==> config.mk <==
export PLATFORM = sky130hd
export DESIGN_NAME = smc_lite_top
export DESIGN_NICKNAME = d
export VERILOG_FILES = /design/src/rtl/smc_lite_pkg.sv /design/src/rtl/smc_access_fsm.sv /design/src/rtl/smc_addr_gen.sv /design/src/rtl/smc_host_port.sv /design/src/rtl/smc_lite_top.sv /design/src/rtl/smc_mem_port.sv
export SDC_FILE = /design/constraint.sdc
export NUM_CORES = 1
export LEC_CHECK = 0
export BUFFER_PORTS_ARGS = -buffer_cell sky130_fd_sc_hd__buf_2
export CELL_PAD_IN_SITES_DETAIL_PLACEMENT = 0
export CELL_PAD_IN_SITES_GLOBAL_PLACEMENT = 1
export CORE_AREA = 2 2 132 121
export CTS_CLUSTER_DIAMETER = 50
export CTS_CLUSTER_SIZE = 16
export DETAILED_ROUTE_END_ITERATION = 7
export DIE_AREA = 0 0 134 123
export PLACE_DENSITY_LB_ADDON = 0.08
export SLEW_MARGIN = 10
export SYNTH_ARGS = -nofsm -noshare
export SYNTH_HDL_FRONTEND = slang
export SYNTH_SLANG_ARGS = --single-unit
==> constraint.sdc <==
create_clock -name sys_clk15 -period 7.8 [get_ports sys_clk15]
set_input_delay 1.56 -clock sys_clk15 [delete_from_list [all_inputs] [get_ports sys_clk15]]
set_output_delay 1.56 -clock sys_clk15 [all_outputs]
set_load 0.02 [all_outputs]
==> src/rtl/smc_lite_pkg.sv <==
//--------------------------------------------------------------------------
// Shared encodings of the static memory controller
// Transfer size and external bus size codes, FSM state codes,
// chip-select address window and the host write-word union
//--------------------------------------------------------------------------
`default_nettype none

package smc_lite_pkg;

   // Host transfer size, fourth code illegal
   localparam logic [1:0] xsiz_8  = 2'b00;     // Byte
   localparam logic [1:0] xsiz_16 = 2'b01;     // Halfword
   localparam logic [1:0] xsiz_32 = 2'b10;     // Word

   // External data bus width strap
   localparam logic [1:0] bsiz_8  = 2'b00;
   localparam logic [1:0] bsiz_16 = 2'b01;
   localparam logic [1:0] bsiz_32 = 2'b10;

   // Access FSM states
   localparam logic [1:0] st_idle = 2'b00;     // Waiting for valid_access
   localparam logic [1:0] st_rw   = 2'b01;     // One external access per cycle
   localparam logic [1:0] st_done = 2'b10;     // Transfer finished

   // Chip select window, compared with addr[31:28]
   localparam logic [3:0] cs_base = 4'h8;

   // Host write word, seen as bytes or as halfwords
   typedef union packed {
      logic [3:0][7:0]  bytes;
      logic [1:0][15:0] halves;
   } smc_word_u;

endpackage

`default_nettype wire

==> src/rtl/smc_access_fsm.sv <==
//--------------------------------------------------------------------------
// Access sequencer
// Works out how many narrow accesses a transfer needs, counts
// them down and steps the FSM idle, read/write, done
//--------------------------------------------------------------------------
`default_nettype none

module smc_access_fsm
   import smc_lite_pkg::*;
(
   input  logic       sys_clk15,
   input  logic       n_sys_reset15,
   input  logic       valid_access,    // Start of new transfer
   input  logic [1:0] xfer_size,       // Live transfer size
   input  logic [1:0] r_xfer_size,     // Stored transfer size
   input  logic [1:0] bus_size,        // External bus width strap
   output logic [1:0] smc_nextstate,   // Next state
   output logic [1:0] r_num_access,    // Remaining accesses after this one
   output logic [1:0] v_xfer_size,     // Validated transfer size
   output logic       smc_done         // High in st_done
);

   logic [1:0] smc_state;    // Current state
   logic [1:0] num_acc_m1;   // Access count of the transfer, minus one

   // Live field on the capture cycle, stored copy afterwards
   assign v_xfer_size = valid_access ? xfer_size : r_xfer_size;

   // Accesses needed for this transfer on this bus
   always_comb
   begin
      case ({v_xfer_size, bus_size})
         {xsiz_32, bsiz_16} : num_acc_m1 = 2'd1;   // Two halfwords
         {xsiz_32, bsiz_8}  : num_acc_m1 = 2'd3;   // Four bytes
         {xsiz_16, bsiz_8}  : num_acc_m1 = 2'd1;   // Two bytes
         default            : num_acc_m1 = 2'd0;   // Fits in one access
      endcase
   end

   //-----------------------------------------------------------------------
   // Next state decode
   //-----------------------------------------------------------------------
   always_comb
   begin
      case (smc_state)
         st_idle :
            smc_nextstate = valid_access ? st_rw : st_idle;
         st_rw :
            smc_nextstate = (r_num_access == 2'd0) ? st_done : st_rw;
         st_done :
            smc_nextstate = st_idle;   // One cycle only
         default :
            smc_nextstate = st_idle;
      endcase
   end

   // State register and access counter
   always_ff @(posedge sys_clk15 or negedge n_sys_reset15)
   begin
      if (!n_sys_reset15)
      begin
         smc_state    <= st_idle;
         r_num_access <= 2'd0;
      end
      else
      begin
         smc_state <= smc_nextstate;

         if (valid_access)
            r_num_access <= num_acc_m1;               // Load on capture
         else if ((smc_state == st_rw) && (r_num_access != 2'd0))
            r_num_access <= r_num_access - 2'd1;      // One per access
      end
   end

   assign smc_done = (smc_state == st_done);

endmodule

`default_nettype wire

==> src/rtl/smc_addr_gen.sv <==
//--------------------------------------------------------------------------
// External address, byte enable and chip select generation
// First access from the host address, later ones from the count,
// little-endian, descending; output stage aligns with the data path
//--------------------------------------------------------------------------
`default_nettype none

module smc_addr_gen
   import smc_lite_pkg::*;
(
   input  logic        sys_clk15,
   input  logic        n_sys_reset15,
   input  logic        valid_access,    // Start of new transfer
   input  logic [1:0]  r_num_access,    // Remaining access count
   input  logic [1:0]  bus_size,        // External bus width strap
   input  logic [1:0]  v_xfer_size,     // Validated transfer size
   input  logic        cs,              // Chip select, live address
   input  logic [31:0] addr,            // Live host address
   input  logic [1:0]  smc_nextstate,   // Next FSM state
   output logic [31:0] smc_addr,        // External address pins
   output logic [3:0]  smc_n_be,        // External byte enables
   output logic        smc_n_cs,        // External chip select
   output logic [1:0]  smc_addr_low     // Low bits of current access
);

   logic        r_cs;       // Stored chip select
   logic [1:0]  r_addr;     // Stored low address bits
   logic        v_cs;       // Validated chip select
   logic [1:0]  v_addr;     // Validated low address bits
   logic [3:0]  n_be;       // Internal byte enables
   logic [31:0] acc_addr;   // Address of current access
   logic [3:0]  acc_n_be;   // Byte enables of current access
   logic        acc_n_cs;   // Chip select of current access

   //-----------------------------------------------------------------------
   // Stored and validated chip select and low address bits
   //-----------------------------------------------------------------------
   always_ff @(posedge sys_clk15 or negedge n_sys_reset15)
   begin
      if (!n_sys_reset15)
      begin
         r_cs   <= 1'b0;
         r_addr <= 2'b00;
      end
      else if (valid_access)
      begin
         r_cs   <= cs;
         r_addr <= addr[1:0];
      end
   end

   assign v_cs   = valid_access ? cs : r_cs;
   assign v_addr = valid_access ? addr[1:0] : r_addr;

   //-----------------------------------------------------------------------
   // Access address
   //-----------------------------------------------------------------------
   always_ff @(posedge sys_clk15 or negedge n_sys_reset15)
   begin
      if (!n_sys_reset15)
         acc_addr <= 32'h0;
      else if (valid_access)
      begin
         acc_addr[31:2] <= addr[31:2];     // Upper bits fixed per transfer
         case ({v_xfer_size, bus_size})
            {xsiz_32, bsiz_32} : acc_addr[1:0] <= 2'b00;
            {xsiz_32, bsiz_16} : acc_addr[1:0] <= 2'b10;   // Upper half first
            {xsiz_32, bsiz_8}  : acc_addr[1:0] <= 2'b11;   // Top byte first
            {xsiz_16, bsiz_32},
            {xsiz_16, bsiz_16} : acc_addr[1:0] <= {addr[1], 1'b0};
            {xsiz_16, bsiz_8}  : acc_addr[1:0] <= {addr[1], 1'b1};
            default            : acc_addr[1:0] <= addr[1:0];   // Byte
         endcase
      end
      else if (smc_nextstate == st_rw)
      begin
         // Later accesses step down with the count
         case ({v_xfer_size, bus_size})
            {xsiz_32, bsiz_16} : acc_addr[1:0] <= 2'b00;
            {xsiz_32, bsiz_8}  : acc_addr[1:0] <= r_num_access - 2'd1;
            {xsiz_16, bsiz_8}  : acc_addr[1:0] <= {r_addr[1], 1'b0};
            default            : acc_addr[1:0] <= acc_addr[1:0];
         endcase
      end
   end

   assign smc_addr_low = acc_addr[1:0];   // Lane select for data path

   //-----------------------------------------------------------------------
   // Internal byte enables, active low
   //-----------------------------------------------------------------------
   always_comb
   begin
      if (v_cs)
      begin
         casez ({v_xfer_size, bus_size, v_addr})
            {xsiz_8,  bsiz_8,  2'b??} : n_be = 4'b1110;   // Lane 0 only
            {xsiz_8,  bsiz_16, 2'b?0} : n_be = 4'b1110;
            {xsiz_8,  bsiz_16, 2'b?1} : n_be = 4'b1101;
            {xsiz_8,  bsiz_32, 2'b00} : n_be = 4'b1110;
            {xsiz_8,  bsiz_32, 2'b01} : n_be = 4'b1101;
            {xsiz_8,  bsiz_32, 2'b10} : n_be = 4'b1011;
            {xsiz_8,  bsiz_32, 2'b11} : n_be = 4'b0111;
            {xsiz_16, bsiz_8,  2'b??} : n_be = 4'b1110;
            {xsiz_16, bsiz_16, 2'b??} : n_be = 4'b1100;   // Lanes 1 and 0
            {xsiz_16, bsiz_32, 2'b0?} : n_be = 4'b1100;
            {xsiz_16, bsiz_32, 2'b1?} : n_be = 4'b0011;
            {xsiz_32, bsiz_8,  2'b??} : n_be = 4'b1110;
            {xsiz_32, bsiz_16, 2'b??} : n_be = 4'b1100;
            {xsiz_32, bsiz_32, 2'b??} : n_be = 4'b0000;   // Full word
            default                   : n_be = 4'b1111;   // Illegal size
         endcase
      end
      else
         n_be = 4'b1111;   // Outside window
   end

   // Access controls, active only while next state is st_rw
   always_ff @(posedge sys_clk15 or negedge n_sys_reset15)
   begin
      if (!n_sys_reset15)
      begin
         acc_n_be <= 4'hf;
         acc_n_cs <= 1'b1;
      end
      else if (smc_nextstate == st_rw)
      begin
         acc_n_be <= n_be;
         acc_n_cs <= ~v_cs;
      end
      else
      begin
         acc_n_be <= 4'hf;
         acc_n_cs <= 1'b1;
      end
   end

   //-----------------------------------------------------------------------
   // Output stage, one cycle behind to meet the steered data
   //-----------------------------------------------------------------------
   always_ff @(posedge sys_clk15 or negedge n_sys_reset15)
   begin
      if (!n_sys_reset15)
      begin
         smc_addr <= 32'h0;
         smc_n_be <= 4'hf;
         smc_n_cs <= 1'b1;
      end
      else
      begin
         smc_addr <= acc_addr;
         smc_n_be <= acc_n_be;
         smc_n_cs <= acc_n_cs;
      end
   end

endmodule

`default_nettype wire

==> src/rtl/smc_host_port.sv <==
//--------------------------------------------------------------------------
// Host side of the controller
// Four-phase req/ack slave, captures one write transfer,
// decodes the chip select from the address window
//--------------------------------------------------------------------------
`default_nettype none

module smc_host_port
   import smc_lite_pkg::*;
(
   input  logic        sys_clk15,
   input  logic        n_sys_reset15,
   input  logic        req,            // Host request
   input  logic [31:0] addr,           // Host address
   input  logic [1:0]  xfer_size,      // Host transfer size
   input  logic [31:0] wdata,          // Host write word
   input  logic        smc_done,       // Last access finished
   output logic        ack,            // Host acknowledge
   output logic        valid_access,   // Start of new transfer
   output logic        cs,             // Chip select, live address
   output logic [1:0]  r_xfer_size,    // Stored transfer size
   output logic [31:0] r_wdata         // Stored write word
);

   logic busy;   // Transfer in progress until req and ack both low

   // New transfer only on a req seen while not busy
   assign valid_access = req & ~busy;

   // Window compare on live address
   assign cs = (addr[31:28] == cs_base);

   //-----------------------------------------------------------------------
   // Handshake control
   //-----------------------------------------------------------------------
   always_ff @(posedge sys_clk15 or negedge n_sys_reset15)
   begin
      if (!n_sys_reset15)
      begin
         ack  <= 1'b0;
         busy <= 1'b0;
      end
      else
      begin
         if (smc_done)
            ack <= 1'b1;           // Held until host drops req
         else if (!req)
            ack <= 1'b0;

         if (valid_access)
            busy <= 1'b1;
         else if (!req && !ack)
            busy <= 1'b0;          // Four-phase cycle complete
      end
   end

   // Field capture for later accesses
   always_ff @(posedge sys_clk15)
   begin
      if (valid_access)
      begin
         r_xfer_size <= xfer_size;
         r_wdata     <= wdata;
      end
   end

endmodule

`default_nettype wire

==> src/rtl/smc_lite_top.sv <==
//--------------------------------------------------------------------------
// Top level of the static memory controller
// Host port, access FSM, address generator and memory port
//--------------------------------------------------------------------------
`default_nettype none

module smc_lite_top (
   input  logic        sys_clk15,
   input  logic        n_sys_reset15,
   input  logic        req,         // Host request
   output logic        ack,         // Host acknowledge
   input  logic [31:0] addr,        // Host address
   input  logic [1:0]  xfer_size,   // Host transfer size
   input  logic [31:0] wdata,       // Host write word
   input  logic [1:0]  bus_size,    // External bus width strap
   output logic [31:0] smc_addr,
   output logic [3:0]  smc_n_be,
   output logic        smc_n_cs,
   output logic        smc_n_we,
   output logic [31:0] smc_data
);

   // Internal connections
   logic        valid_access;
   logic        cs;
   logic [1:0]  r_xfer_size;
   logic [31:0] r_wdata;
   logic        smc_done;
   logic [1:0]  smc_nextstate;
   logic [1:0]  r_num_access;
   logic [1:0]  v_xfer_size;
   logic [1:0]  smc_addr_low;

   smc_host_port smc_host_port_inst (
      .sys_clk15    (sys_clk15),
      .n_sys_reset15(n_sys_reset15),
      .req          (req),
      .addr         (addr),
      .xfer_size    (xfer_size),
      .wdata        (wdata),
      .smc_done     (smc_done),
      .ack          (ack),
      .valid_access (valid_access),
      .cs           (cs),
      .r_xfer_size  (r_xfer_size),
      .r_wdata      (r_wdata)
   );

   smc_access_fsm smc_access_fsm_inst (
      .sys_clk15    (sys_clk15),
      .n_sys_reset15(n_sys_reset15),
      .valid_access (valid_access),
      .xfer_size    (xfer_size),
      .r_xfer_size  (r_xfer_size),
      .bus_size     (bus_size),
      .smc_nextstate(smc_nextstate),
      .r_num_access (r_num_access),
      .v_xfer_size  (v_xfer_size),
      .smc_done     (smc_done)
   );

   smc_addr_gen smc_addr_gen_inst (
      .sys_clk15    (sys_clk15),
      .n_sys_reset15(n_sys_reset15),
      .valid_access (valid_access),
      .r_num_access (r_num_access),
      .bus_size     (bus_size),
      .v_xfer_size  (v_xfer_size),
      .cs           (cs),
      .addr         (addr),
      .smc_nextstate(smc_nextstate),
      .smc_addr     (smc_addr),
      .smc_n_be     (smc_n_be),
      .smc_n_cs     (smc_n_cs),
      .smc_addr_low (smc_addr_low)
   );

   smc_mem_port smc_mem_port_inst (
      .sys_clk15    (sys_clk15),
      .n_sys_reset15(n_sys_reset15),
      .smc_nextstate(smc_nextstate),
      .bus_size     (bus_size),
      .r_wdata      (r_wdata),
      .smc_addr_low (smc_addr_low),
      .smc_data     (smc_data),
      .smc_n_we     (smc_n_we)
   );

endmodule

`default_nettype wire

==> src/rtl/smc_mem_port.sv <==
//--------------------------------------------------------------------------
// Memory side data path
// Steers the selected byte or halfword onto the external lanes
// and drives the write strobe, aligned with the address pins
//--------------------------------------------------------------------------
`default_nettype none

module smc_mem_port
   import smc_lite_pkg::*;
(
   input  logic        sys_clk15,
   input  logic        n_sys_reset15,
   input  logic [1:0]  smc_nextstate,   // Next FSM state
   input  logic [1:0]  bus_size,        // External bus width strap
   input  logic [31:0] r_wdata,         // Stored write word
   input  logic [1:0]  smc_addr_low,    // Low bits of current access
   output logic [31:0] smc_data,        // External data lanes
   output logic        smc_n_we         // External write strobe
);

   smc_word_u   word;        // Write word, byte or halfword view
   logic [31:0] lane_data;   // Steered data of current access
   logic        n_we_q;      // Strobe of current access

   assign word = r_wdata;

   // Lane steering, unused upper lanes zero
   always_comb
   begin
      case (bus_size)
         bsiz_32 : lane_data = word;
         bsiz_16 : lane_data = {16'h0, word.halves[smc_addr_low[1]]};
         bsiz_8  : lane_data = {24'h0, word.bytes[smc_addr_low]};
         default : lane_data = 32'h0;
      endcase
   end

   // Strobe follows the access, then the output stage
   always_ff @(posedge sys_clk15 or negedge n_sys_reset15)
   begin
      if (!n_sys_reset15)
      begin
         n_we_q   <= 1'b1;
         smc_n_we <= 1'b1;
      end
      else
      begin
         n_we_q   <= (smc_nextstate != st_rw);
         smc_n_we <= n_we_q;
      end
   end

   always_ff @(posedge sys_clk15)
      smc_data <= lane_data;   // Lines up with smc_n_we

endmodule

`default_nettype wire

==> run_results.csv <==
group,metric,value,unit
final_layout,areaGrowthSynthToFinish,29.3,%
power_and_ir_drop,power,2.27,mW
power_and_ir_drop,power_leakage,3.15,nW
final_layout,antenna_cells,0,
timing,tightest_slew,1.04,ns
logic_synthesis,yosys-top-cells-area,"dfrtp_1 35%, edfxtp_1 19%, dfxtp_1 13%, nand2_1 8.1%, dfstp_2 6.1%",
cts,cts-htree-levels,4,
final_layout,drive_gt1_share,33.7,%
setup_path,crit_type,"in -> reg",
cts,clock_path_buffers,2,
logic_synthesis,yosys_warnings,0,
routing,antenna_left,0,
cts,ctsResizeCount,0,
floorplanning,die_h,123,um
setup_path,critPathRequiredTime,8.14,ns
routing,wl_per_cell,15.0,um
setup_path,crit_fanout,75,
timing,fin_skew,0.00616,ns
routing,avgViaCountPerCell,4.47,
power_and_ir_drop,max-vdd-ir-drop,0.151,mV
final_layout,final_core_util,44.2,%
timing,rsz0062_at_grt,"false",
grt,grt-ovfl-total,0,
logic_synthesis,yosysUniqueCellTypes,46,
setup_path,reg2regPathDepth,7,
logic_synthesis,post_synth.cell_area_avg,12.5,sq um
setup_path,end_kind,"flip-flop",
placed_design,portBuffers,141,
timing,finalMaxSlewViolations,0,
logic_synthesis,synth_top_area_share,35.3,%
cts,clockRootBuffer,"clkbuf_16",
cts,cts_sinks,151,
timing,period_share,44.8,%
cts,holdBufCountCts,0,
final_layout,fin_area,6690,sq um
final_layout,final_cells,775,
placed_design,dpl.cell_count,743,
routing,wl,11700,um
worst_hold_path,hold_depth,0,
routing,vias,3461,
placed_design,gp_congestion,0.768,
placed_design,dpl-instance-area,6080,sq um
timing,setup_viol,0,
floorplanning,io_pins,142,
grt,antenna_found_initial,0,
routing,first_iter_violations,242,
setup_path,arrival,3.84,ns
logic_synthesis,synth_top_cell_by_area,"dfrtp_1",
worst_hold_path,min_from,"smc_addr_gen_inst.acc_n_cs",
timing,finalSetupTns,0,ns
cts,postCtsSetupBuffers,0,
logic_synthesis,synth.net_count,486,
final_layout,n_fill_cell,1439,
cts,clock_latency,0.42,ns
final_layout,seqCellArea,3780,sq um
setup_path,reg2reg_from,"smc_host_port_inst.busy",
cts,cts_buffers,17,
floorplanning,die-area,16500,sq um
logic_synthesis,yosys.cell_count.top_type,"nand2_1",
floorplanning,die_w,134,um
logic_synthesis,yosys-top-cells-count,"112 x nand2_1, 73 x dfrtp_1, 34 x dfxtp_1",
worst_hold_path,hold_end,"smc_addr_gen_inst.smc_n_cs",
logic_synthesis,synth_area,5170,sq um
logic_synthesis,synth_seq_cells,151,
placed_design,dpl.hpwl,7790,um
flow_run,max_cap_violations,0,
final_layout,layout.nets,632,
logic_synthesis,synth_ff_type,"dfrtp_1",
setup_path,r2r-end,"smc_addr_gen_inst.acc_n_be[0]",
grt,grt_pass1_wl,18300,um
outcome,status,"complete, no violations",
grt,grt_start_max_net_pins,86,
final_layout,multiInputGateArea,1270,sq um
power_and_ir_drop,p_per_area,339,nW/um^2
routing,first_pass_iters,4,
routing,drc_errors,0,
grt,track_usage,14.8,%
logic_synthesis,synth_seq_area_share,73.2,%
setup_path,critPathLaunchType,"input port",
logic_synthesis,synth_edf_count,32,
cts,tritoncts,"built",
grt,grt_pass1_vias,3491,
timing,finalHoldViolations,0,
setup_path,reg2reg_slack,5.06,ns
logic_synthesis,async_reset_ff_share,56.3,%
cts,clk_pin_slew,0.06,ns
floorplanning,rows,43,
logic_synthesis,synth_cells,414,
timing,period_needed,3.49,ns
timing,max_freq,286,MHz
timing,slew_headroom,30.8,%
worst_hold_path,holdCritPathClass,"reg -> reg",
floorplanning,start_util,34.2,%
floorplanning,core,15100,sq um
stage by stage:
| stage | hold slack [ns] | worst slack [ns] |
|---|---|---|
| 2_1_floorplan | 0.345 | 4.20 |
| 6_report | 0.350 | 4.31 |
| 5_1_grt | 0.357 | 4.15 |
| 3_3_place_gp | 0.347 | 3.87 |
| 3_5_place_dp | 0.347 | 3.84 |
| 4_1_cts | 0.350 | 4.29 |
kinds of logic (layout without fill, tap and decap cells):
group	after synthesis	in the layout	share of synthesized area [%]
DFF	151	151	73.2
and+or+nand+nor	168	168	14.8
muxes	12	12	2.35
adders and majority gates	1	1	0.242
buffers and inverters	28	187	2.30
AOI/OAI and AO/OA	51	51	6.61
xor gates and xnor gates	3	3	0.508
layout make-up:
class / count / area share, %
well taps: 202 / 3.78
flip-flops and latches: 151 / 56.6
clock inverters: 5 / 0.898
repair buffers: 143 / 10.8
clock buffers: 27 / 8.16
inverters: 12 / 0.711
multi-input cells: 235 / 19.0
per-layer routing:
metal	vias to the layer above	global-route usage [%]	wire length, um
met3	17	5.37	731
met5	-	0	0
met2	117	21.5	5080
met1	1637	20.2	5640
li1	1690	-	-
met4	0	5.98	202
placed cells by master, fill, tap and decap left out, drive strengths merged, types with 2 or more instances in the layout:
| cell type | Yosys | layout |
|---|---|---|
| and2 | 17 | 17 |
| nand2b | 2 | 2 |
| or3 | 3 | 3 |
| a221o | 9 | 9 |
| nand3b | 2 | 2 |
| buf | 6 | 143 |
| mux2i | 11 | 11 |
| nand3 | 2 | 2 |
| dfxtp | 34 | 34 |
| and3 | 2 | 2 |
| nor3b | 3 | 3 |
| dfstp | 12 | 12 |
| nand2 | 113 | 113 |
| clkbuf | 10 | 27 |
| dfrtp | 73 | 73 |
| clkinv | 0 | 3 |
| inv | 12 | 12 |
| a21oi | 7 | 7 |
| xor2 | 2 | 2 |
| nor2 | 16 | 16 |
| a31oi | 6 | 6 |
| nor4b | 2 | 2 |
| nor3 | 2 | 2 |
| edfxtp | 32 | 32 |
| and4bb | 3 | 3 |
| o21ai | 18 | 18 |
| a211oi | 2 | 2 |
flip-flops by register name, indices dropped and copies added, names as in the netlist:
name	flops
smc_addr_gen_inst.acc_addr	32
smc_addr_gen_inst.smc_addr	32
smc_host_port_inst.r_wdata	32
smc_mem_port_inst.smc_data	32
smc_addr_gen_inst.acc_n_be	4
smc_addr_gen_inst.smc_n_be	4
smc_access_fsm_inst.r_num_access	2
smc_access_fsm_inst.smc_state	2
smc_addr_gen_inst.r_addr	2
smc_host_port_inst.r_xfer_size	2
smc_addr_gen_inst.acc_n_cs	1
smc_addr_gen_inst.r_cs	1
smc_addr_gen_inst.smc_n_cs	1
smc_host_port_inst.ack	1
smc_host_port_inst.busy	1
smc_mem_port_inst.n_we_q	1
smc_mem_port_inst.smc_n_we	1
report_power, final:
group          switching, mW  internal, mW  leakage [nW]
logic                  0.267         0.147          1.25
registers             0.0748         0.963          1.61
clock network          0.303         0.512         0.294
total                  0.644          1.62          3.15
worst max-delay path by stage:
stage / from / to / slack (ns)
6_report: req / smc_addr_gen_inst.acc_n_be[0] / 4.31
3_3_place_gp: req / smc_addr_gen_inst.acc_n_be[0] / 3.87
3_5_place_dp: req / smc_addr_gen_inst.acc_n_be[0] / 3.84
2_1_floorplan: req / smc_host_port_inst.r_wdata[0] / 4.20
4_1_cts: req / smc_addr_gen_inst.acc_n_be[0] / 4.29
5_1_grt: req / smc_addr_gen_inst.acc_n_be[0] / 4.15
worst max-delay path: stages:
cell	delay [ns]
buf_2	0.15
nand2b_2	0.06
buf_4	0.28
inv_4	0.66
nand2_2	0.10
a221o_1	0.39
or3_1	0.38
a31o_1	0.20
Note: power is estimated with default switching activity, not from simulation.
